[config.mk]
export PLATFORM = sky130hd
export DESIGN_NAME = retire_top
export DESIGN_NICKNAME = d
export VERILOG_FILES = /design/src/retire_pkg.sv /design/src/commit_if.sv /design/src/complete_if.sv /design/src/dispatch_if.sv /design/src/branch_retire.sv /design/src/retire_rat.sv /design/src/retire_top.sv /design/src/rob.sv
export SDC_FILE = /design/constraint.sdc
export NUM_CORES = 1
export LEC_CHECK = 0
export BUFFER_PORTS_ARGS = -buffer_cell sky130_fd_sc_hd__buf_4
export CAP_MARGIN = 5
export CORE_MARGIN = 8
export CORE_UTILIZATION = 60
export CTS_BUF_LIST = sky130_fd_sc_hd__clkbuf_2 sky130_fd_sc_hd__clkbuf_4 sky130_fd_sc_hd__clkbuf_8
export CTS_CLUSTER_SIZE = 28
export DETAILED_ROUTE_END_ITERATION = 7
export GPL_TIMING_DRIVEN = 0
export PLACE_DENSITY_LB_ADDON = 0.2
export SYNTH_ARGS = -nofsm -noshare
export SYNTH_HDL_FRONTEND = slang
export SYNTH_HIERARCHICAL = 1
export SYNTH_SLANG_ARGS = --single-unit
[constraint.sdc]
create_clock -name clock -period 9 [get_ports clock]
set_input_delay 1.8 -clock clock [delete_from_list [all_inputs] [get_ports clock]]
set_output_delay 1.8 -clock clock [all_outputs]
set_load 0.01 [all_outputs]
[src/retire_pkg.sv]
/*
 * Shared sizes and constants for the retirement side of the core.
 * Modules import it in their bodies and use scoped names in port lists.
 */
`default_nettype none

package retire_pkg;

    //////////////////////////////////////////////////
    // datapath widths
    //////////////////////////////////////////////////

    localparam int unsigned xlen       = 32;  // pc and branch target
    localparam int unsigned areg_len   = 5;   // architectural register index
    localparam int unsigned areg_count = 32;
    localparam int unsigned prf_len    = 6;   // 64 physical registers

    //////////////////////////////////////////////////
    // reorder buffer geometry
    //////////////////////////////////////////////////

    localparam int unsigned rob_size = 8;
    localparam int unsigned rob_len  = 3;     // index into the buffer

    // predictor accuracy counters wrap at this width
    localparam int unsigned cnt_len = 16;

    //////////////////////////////////////////////////
    // constants
    //////////////////////////////////////////////////

    // fall-through step for a not-taken branch
    localparam int unsigned inst_bytes = 4;

    // target held by an entry until its completion writes a real one
    localparam logic [xlen-1:0] pc_poison = 32'hfacefeed;

endpackage

`default_nettype wire

[src/commit_if.sv]
/*
 * Head entry of the reorder buffer as seen by the retirement consumers.
 * The entry retires at every edge where valid is high.
 */
`timescale 1ns/1ps
`default_nettype none

interface commit_if;
    import retire_pkg::*;

    logic                valid;
    logic [areg_len-1:0] dest_areg;
    logic [prf_len-1:0]  dest_preg;
    logic [xlen-1:0]     pc;
    logic                cond_branch;
    logic                uncond_branch;
    logic [xlen-1:0]     target;
    logic                local_pred;
    logic                global_pred;
    logic                taken;
    logic                mis_pred_head;  // flush at the next edge
    logic                illegal;
    logic                halt;

    modport src (
        output valid, dest_areg, dest_preg, pc, cond_branch, uncond_branch, target,
               local_pred, global_pred, taken, mis_pred_head, illegal, halt
    );

    modport view (
        input  valid, dest_areg, dest_preg, pc, cond_branch, uncond_branch, target,
               local_pred, global_pred, taken, mis_pred_head, illegal, halt
    );

endinterface

`default_nettype wire

[src/complete_if.sv]
/*
 * Completion broadcast into the reorder buffer, one pulse per cycle
 * with no acknowledge.
 */
`timescale 1ns/1ps
`default_nettype none

interface complete_if;
    import retire_pkg::*;

    logic               valid;
    logic [rob_len-1:0] rob_idx;   // entry that finished
    logic               taken;     // resolved branch direction
    logic [xlen-1:0]    target;
    logic               mis_pred;

    modport src (
        output valid, rob_idx, taken, target, mis_pred
    );

    modport sink (
        input  valid, rob_idx, taken, target, mis_pred
    );

endinterface

`default_nettype wire

[src/dispatch_if.sv]
/*
 * Dispatch path into the reorder buffer. The producer holds valid low
 * while full is high; the written entry gets the tail index of that cycle.
 */
`timescale 1ns/1ps
`default_nettype none

interface dispatch_if;
    import retire_pkg::*;

    logic                valid;
    logic [xlen-1:0]     pc;
    logic [areg_len-1:0] dest_areg;
    logic [prf_len-1:0]  dest_preg;
    logic                cond_branch;
    logic                uncond_branch;
    logic                local_pred;   // local predictor direction
    logic                global_pred;  // global predictor direction
    logic                illegal;
    logic                halt;

    // back from the buffer
    logic [rob_len-1:0]  tail;
    logic                full;

    modport src (
        output valid, pc, dest_areg, dest_preg, cond_branch, uncond_branch,
               local_pred, global_pred, illegal, halt,
        input  tail, full
    );

    modport sink (
        input  valid, pc, dest_areg, dest_preg, cond_branch, uncond_branch,
               local_pred, global_pred, illegal, halt,
        output tail, full
    );

endinterface

`default_nettype wire

[src/branch_retire.sv]
/*
 * Branch retirement. Registers the fetch redirect when a mispredicted
 * branch commits and tallies predictor accuracy on committed branches.
 */
`timescale 1ns/1ps
`default_nettype none

module branch_retire (
    input  logic                           clock,
    input  logic                           reset,
    commit_if.view                         cmt,
    output logic                           redirect_valid,
    output logic [retire_pkg::xlen-1:0]    redirect_pc,
    output logic [retire_pkg::cnt_len-1:0] branch_count,
    output logic [retire_pkg::cnt_len-1:0] local_correct,
    output logic [retire_pkg::cnt_len-1:0] global_correct
);
    import retire_pkg::*;

    logic            cond_commit;
    logic            local_hit;
    logic            global_hit;
    logic [xlen-1:0] fall_through;

    assign cond_commit  = cmt.valid && cmt.cond_branch;
    assign local_hit    = (cmt.local_pred == cmt.taken);
    assign global_hit   = (cmt.global_pred == cmt.taken);
    assign fall_through = cmt.pc + xlen'(inst_bytes);

    //////////////////////////////////////////////////
    // redirect
    //////////////////////////////////////////////////

    always_ff @(posedge clock) begin
        if (reset) begin
            redirect_valid <= 1'b0;
            redirect_pc    <= '0;
        end else begin
            redirect_valid <= cmt.mis_pred_head;  // one cycle after the flush edge
            if (cmt.mis_pred_head) begin
                redirect_pc <= cmt.taken ? cmt.target : fall_through;
            end
        end
    end

    //////////////////////////////////////////////////
    // accuracy counters, wrap at cnt_len
    //////////////////////////////////////////////////

    always_ff @(posedge clock) begin
        if (reset) begin
            branch_count   <= '0;
            local_correct  <= '0;
            global_correct <= '0;
        end else if (cond_commit) begin
            branch_count <= branch_count + 1'b1;
            if (local_hit) local_correct <= local_correct + 1'b1;
            if (global_hit) global_correct <= global_correct + 1'b1;
        end
    end

    // the flush empties the buffer, so no second redirect can follow at once
    assert property (@(posedge clock) disable iff (reset) redirect_valid |=> !redirect_valid)
        else $error("branch_retire: back to back redirect");

    // dispatch marks a branch as one kind only
    assert property (@(posedge clock) disable iff (reset)
        cmt.valid |-> !(cmt.cond_branch && cmt.uncond_branch))
        else $error("branch_retire: entry both conditional and unconditional");

endmodule

`default_nettype wire

[src/retire_rat.sv]
/*
 * Retirement alias table. Holds the committed architectural to physical
 * mapping, written on commit, with one combinational read port.
 */
`timescale 1ns/1ps
`default_nettype none

module retire_rat (
    input  logic                            clock,
    input  logic                            reset,
    commit_if.view                          cmt,
    input  logic [retire_pkg::areg_len-1:0] read_areg,
    output logic [retire_pkg::prf_len-1:0]  read_preg
);
    import retire_pkg::*;

    logic [prf_len-1:0] map [areg_count];
    logic               write_en;

    // x0 is never remapped
    assign write_en = cmt.valid && (cmt.dest_areg != '0);

    //////////////////////////////////////////////////
    // committed map
    //////////////////////////////////////////////////

    always_ff @(posedge clock) begin
        if (reset) begin
            for (int i = 0; i < areg_count; i++) begin
                map[i] <= prf_len'(i);  // identity after reset
            end
        end else if (write_en) begin
            map[cmt.dest_areg] <= cmt.dest_preg;
        end
    end

    assign read_preg = map[read_areg];  // new mapping visible the cycle after commit

    // x0 stays on p0 for the whole run
    assert property (@(posedge clock) disable iff (reset) map[0] == '0)
        else $error("retire_rat: x0 lost its identity mapping");

endmodule

`default_nettype wire

[src/retire_top.sv]
/*
 * Top level of the retirement side. Maps plain ports onto the internal
 * interfaces and connects the reorder buffer, map table and branch unit.
 */
`timescale 1ns/1ps
`default_nettype none

module retire_top (
    input  logic                            clock,
    input  logic                            reset,
    // dispatch
    input  logic                            disp_valid,
    input  logic [retire_pkg::xlen-1:0]     disp_pc,
    input  logic [retire_pkg::areg_len-1:0] disp_dest_areg,
    input  logic [retire_pkg::prf_len-1:0]  disp_dest_preg,
    input  logic                            disp_cond_branch,
    input  logic                            disp_uncond_branch,
    input  logic                            disp_local_pred,
    input  logic                            disp_global_pred,
    input  logic                            disp_illegal,
    input  logic                            disp_halt,
    // completion broadcast
    input  logic                            cmpl_valid,
    input  logic [retire_pkg::rob_len-1:0]  cmpl_rob_idx,
    input  logic                            cmpl_taken,
    input  logic [retire_pkg::xlen-1:0]     cmpl_target,
    input  logic                            cmpl_mis_pred,
    // buffer status and commit
    output logic [retire_pkg::rob_len-1:0]  rob_tail,
    output logic                            rob_full,
    output logic                            commit_valid,
    output logic [retire_pkg::xlen-1:0]     commit_pc,
    output logic [retire_pkg::areg_len-1:0] commit_dest_areg,
    output logic [retire_pkg::prf_len-1:0]  commit_dest_preg,
    output logic                            commit_halt,
    output logic                            commit_illegal,
    // map read port
    input  logic [retire_pkg::areg_len-1:0] read_areg,
    output logic [retire_pkg::prf_len-1:0]  read_preg,
    // redirect and predictor stats
    output logic                            redirect_valid,
    output logic [retire_pkg::xlen-1:0]     redirect_pc,
    output logic [retire_pkg::cnt_len-1:0]  branch_count,
    output logic [retire_pkg::cnt_len-1:0]  local_correct,
    output logic [retire_pkg::cnt_len-1:0]  global_correct
);

    dispatch_if disp ();
    complete_if cmpl ();
    commit_if   cmt ();

    assign disp.valid         = disp_valid;
    assign disp.pc            = disp_pc;
    assign disp.dest_areg     = disp_dest_areg;
    assign disp.dest_preg     = disp_dest_preg;
    assign disp.cond_branch   = disp_cond_branch;
    assign disp.uncond_branch = disp_uncond_branch;
    assign disp.local_pred    = disp_local_pred;
    assign disp.global_pred   = disp_global_pred;
    assign disp.illegal       = disp_illegal;
    assign disp.halt          = disp_halt;

    assign cmpl.valid    = cmpl_valid;
    assign cmpl.rob_idx  = cmpl_rob_idx;
    assign cmpl.taken    = cmpl_taken;
    assign cmpl.target   = cmpl_target;
    assign cmpl.mis_pred = cmpl_mis_pred;

    assign rob_tail         = disp.tail;
    assign rob_full         = disp.full;
    assign commit_valid     = cmt.valid;
    assign commit_pc        = cmt.pc;
    assign commit_dest_areg = cmt.dest_areg;
    assign commit_dest_preg = cmt.dest_preg;
    assign commit_halt      = cmt.halt;
    assign commit_illegal   = cmt.illegal;

    rob u_rob (
        .clock (clock),
        .reset (reset),
        .disp  (disp),
        .cmpl  (cmpl),
        .cmt   (cmt)
    );

    retire_rat u_rat (
        .clock     (clock),
        .reset     (reset),
        .cmt       (cmt),
        .read_areg (read_areg),
        .read_preg (read_preg)
    );

    branch_retire u_branch (
        .clock          (clock),
        .reset          (reset),
        .cmt            (cmt),
        .redirect_valid (redirect_valid),
        .redirect_pc    (redirect_pc),
        .branch_count   (branch_count),
        .local_correct  (local_correct),
        .global_correct (global_correct)
    );

endmodule

`default_nettype wire

[src/rob.sv]
/*
 * Circular reorder buffer. Dispatch writes at the tail, completion marks
 * an entry executed, the executed head commits, and a mispredicted branch
 * at the head empties the whole buffer.
 */
`timescale 1ns/1ps
`default_nettype none

module rob (
    input  logic     clock,
    input  logic     reset,
    dispatch_if.sink disp,
    complete_if.sink cmpl,
    commit_if.src    cmt
);
    import retire_pkg::*;

    //////////////////////////////////////////////////
    // entry storage, one array per field
    //////////////////////////////////////////////////

    logic [xlen-1:0]     pc_q          [rob_size];
    logic [areg_len-1:0] dest_areg_q   [rob_size];
    logic [prf_len-1:0]  dest_preg_q   [rob_size];
    logic [xlen-1:0]     target_q      [rob_size];
    logic [rob_size-1:0] cond_branch_q;
    logic [rob_size-1:0] uncond_branch_q;
    logic [rob_size-1:0] local_pred_q;
    logic [rob_size-1:0] global_pred_q;
    logic [rob_size-1:0] illegal_q;
    logic [rob_size-1:0] halt_q;
    logic [rob_size-1:0] taken_q;
    logic [rob_size-1:0] mis_pred_q;
    logic [rob_size-1:0] executed_q;

    logic [rob_len-1:0]  head;
    logic [rob_len-1:0]  tail;
    logic [rob_len:0]    count;        // occupancy, 0..rob_size
    logic                empty;
    logic                full;
    logic                flush;
    logic [rob_len-1:0]  cmpl_offset;  // distance of completion from head

    function automatic logic [rob_len-1:0] next_idx(input logic [rob_len-1:0] idx);
        return (idx == rob_len'(rob_size - 1)) ? '0 : idx + 1'b1;
    endfunction

    assign empty = (count == '0);
    assign full  = (count == (rob_len + 1)'(rob_size));
    assign flush = cmt.mis_pred_head;

    assign disp.tail = tail;
    assign disp.full = full;

    //////////////////////////////////////////////////
    // head entry out to the consumers
    //////////////////////////////////////////////////

    assign cmt.valid         = !empty && executed_q[head];
    assign cmt.dest_areg     = dest_areg_q[head];
    assign cmt.dest_preg     = dest_preg_q[head];
    assign cmt.pc            = pc_q[head];
    assign cmt.cond_branch   = cond_branch_q[head];
    assign cmt.uncond_branch = uncond_branch_q[head];
    assign cmt.target        = target_q[head];
    assign cmt.local_pred    = local_pred_q[head];
    assign cmt.global_pred   = global_pred_q[head];
    assign cmt.taken         = taken_q[head];
    assign cmt.mis_pred_head = mis_pred_q[head] && cmt.valid;
    assign cmt.illegal       = illegal_q[head] && cmt.valid;
    assign cmt.halt          = halt_q[head] && cmt.valid;

    //////////////////////////////////////////////////
    // pointers, occupancy and executed bits
    //////////////////////////////////////////////////

    always_ff @(posedge clock) begin
        if (reset) begin
            head       <= '0;
            tail       <= '0;
            count      <= '0;
            executed_q <= '0;
        end else if (flush) begin
            // drop everything younger, tail stays put
            head  <= tail;
            count <= '0;
        end else begin
            if (disp.valid) begin
                executed_q[tail] <= disp.illegal | disp.halt;  // nothing to wait for
                tail             <= next_idx(tail);
            end
            if (cmpl.valid) begin
                executed_q[cmpl.rob_idx] <= 1'b1;
            end
            if (cmt.valid) begin
                head <= next_idx(head);
            end
            case ({disp.valid, cmt.valid})
                2'b10:   count <= count + 1'b1;
                2'b01:   count <= count - 1'b1;
                default: count <= count;
            endcase
        end
    end

    // payload fields
    always_ff @(posedge clock) begin
        if (!flush && disp.valid) begin
            pc_q[tail]            <= disp.pc;
            dest_areg_q[tail]     <= disp.dest_areg;
            dest_preg_q[tail]     <= disp.dest_preg;
            cond_branch_q[tail]   <= disp.cond_branch;
            uncond_branch_q[tail] <= disp.uncond_branch;
            local_pred_q[tail]    <= disp.local_pred;
            global_pred_q[tail]   <= disp.global_pred;
            illegal_q[tail]       <= disp.illegal;
            halt_q[tail]          <= disp.halt;
            target_q[tail]        <= pc_poison;  // overwritten at completion
            taken_q[tail]         <= 1'b0;
            mis_pred_q[tail]      <= 1'b0;
        end
        if (!flush && cmpl.valid) begin
            taken_q[cmpl.rob_idx]    <= cmpl.taken;
            target_q[cmpl.rob_idx]   <= cmpl.target;
            mis_pred_q[cmpl.rob_idx] <= cmpl.mis_pred;
        end
    end

    //////////////////////////////////////////////////
    // checks on the producers
    //////////////////////////////////////////////////

    assign cmpl_offset = cmpl.rob_idx - head;

    // dispatch has to honour full
    assert property (@(posedge clock) disable iff (reset) disp.valid |-> !full)
        else $error("rob: dispatch while full");

    // completion must name a live entry
    assert property (@(posedge clock) disable iff (reset)
        cmpl.valid |-> ({1'b0, cmpl_offset} < count))
        else $error("rob: completion to unoccupied index %0d", cmpl.rob_idx);

endmodule

`default_nettype wire

==> results.cfg <==
[synthesis]
syn_inst = 2484
syn_area_per_cell_um2 = 16.4
yosys_warnings = 6
syn_area_um2 = 40700

[floorplanning]
row_count = 95
fp.dieH_um = 276
initial_core_util_pct = 60.6
ioPinCount = 232
die_w_um = 276
core-area_um2 = 67200
die_area_um2 = 76400

[cells_and_area]
post-route-util_pct = 69.8
nets = 2993
finalNonFillerCells = 3886
areaGrowthSynthToFinish_pct = 15.2
drive_gt1_share_pct = 28.2
fillers = 4303
final_area_um2 = 46900

[clocking]
cts_buffers = 153
clk_pin_slew_ns = 0.06
worstSkewPairLatency_ns = 0.79
htreeDepth = 4
cts-root-buf = clkbuf_8
hold_buffers = 0
cts.sinks = 950
clockBufferDepth = 3
ctsResizeCount = 0
post_cts_buffers = 0
cts_tree = built

[sta]
period_needed_ns = 6.21
rsz0062_at_grt = no
setup-violations-final = 0
finalCritPeriodShare_pct = 69.0
holdWs_ns = 0.456
finalHoldViolCount = 0
clock_skew_ns = 0.0319
fmax_ghz = 0.161
drv_slew = 0
tightestPinTransition_ns = 1.14
finalSetupTns_ns = 0
relSlewSlack_pct = 23.7

[power]
irDropWorstVdd_v = 0.000201
leakage_uw = 0.0154
power_density_nw_per_um2 = 214

[critical_path]
worst-endpoint-required_ns = 7.20
worstPathMaxFanout = 10
reg2reg_to = u_rat/map[29][5]
reg2reg_setup_slack_ns = 3.70
cp-end-kind = output port
cp-start-kind = flop
rr_worst_depth = 10
critPathArrivalTime_ns = 4.41
criticalPathCategory = reg -> out

[drt]
highest_layer = met5
final_antenna_net_count = 0
postRouteWirelength_mm = 108
dr_wl_met3_mm = 12.4
drt-met1-wl_mm = 40.4
drc_errors = 0
wl_per_cell_um = 27.7
route.vias.total = 24580
dr.pass1.iters = 5
drt-vias-per-instance = 6.33
drt_iter0_drc = 3061
met2_length_mm = 51.2

[placed_design]
numPortBuffers = 226
dp_cells = 3604
routabilityCongestion = 0.887
post-dp-hpwl_mm = 73.8
place_area_um2 = 43900

[worst_hold_path]
min-delay-start = u_rob/mis_pred_q[6]
min_path_cells = 2
whs_endpoint = u_rob/mis_pred_q[6]
hold_class = reg -> reg

[global_routing]
grt_pass1_vias = 25232
grt_pass1_wl_mm = 158
grt-ovfl-total = 0
grt_usage_pct = 27.7
grt_max_degree = 33
antenna_found_initial = 13

[run_status]
outcome = complete, no violations

[flow_run]
maxCapViolCount = 0
==> flip-flops by register name, summed over array words and instances, names as in the netlist, 32 cells and up, named ones only <==
signal,cells
u_rob/dest_preg_q,48
u_rob/dest_areg_q,40
u_rat/map,192
u_rob/pc_q,256
u_rob/target_q,256
u_branch/redirect_pc,32
==> final cells by class <==
type                            count  area [µm²]  share of cell area, %
Clock buffer                      220        2690                   5.74
Multi-Input combinational cell   1343       12600                   26.8
Antenna cell                        8        20.0                 0.0427
Clock inverter                     54         309                  0.659
Buffer                            167         712                   1.52
Sequential cell                   950       27300                   58.3
Tap cell                          873        1090                   2.33
Timing Repair Buffer              242        2050                   4.38
Inverter                           29         111                  0.237
==> through the flow <==
stage / total power, µW / worst slack [ns]
floorplan: 5870 / 3.80
global placement: 6420 / 2.86
detailed placement: 6470 / 2.83
CTS: 10100 / 2.67
global route: 10400 / 2.63
finish: 10000 / 2.79
==> layer usage <==
metal | global-route usage (%) | vias up
li1 | - | 10388
met1 | 36.1 | 12534
met2 | 43.4 | 1422
met3 | 8.83 | 222
met4 | 10.7 | 14
met5 | 0 | -
==> layout by cell type, fill, tap and decap left out, drive strengths merged, types with 32 or more instances in the layout <==
master  instances
or2            32
a21oi          32
nand2          85
and3           74
mux2           87
dfxtp         118
clkbuf        348
xnor2          42
inv            33
edfxtp        832
mux4          225
nor2          107
and2          116
nand2b        186
buf           281
nand3          42
or3            94
clkinv         45
==> report_power, final <==
| part | internal (µW) | switching [µW] |
|---|---|---|
| registers | 4910 | 43.1 |
| logic | 578 | 871 |
| clock network | 1980 | 1650 |
==> worst max-delay path, stage by stage (launching register included) <==
cell and delay, ns:
dfxtp_1 0.31, clkbuf_1 0.44, clkbuf_1 0.75, buf_1 0.91
mux4_2 0.61, mux2_2 0.41, buf_4 0.19
==> how the worst max path moves through the flow <==
stage / from / endpoint / slack [ns]
6_report: flop / commit_dest_areg[4] / 2.79
4_1_cts: flop / commit_dest_areg[4] / 2.67
2_1_floorplan: read_areg[2] / read_preg[0] / 3.80
5_1_grt: flop / commit_dest_areg[4] / 2.63
3_3_place_gp: read_areg[2] / read_preg[0] / 2.86
3_5_place_dp: read_areg[2] / read_preg[5] / 2.83
Note: power is estimated with default switching activity, not from simulation.
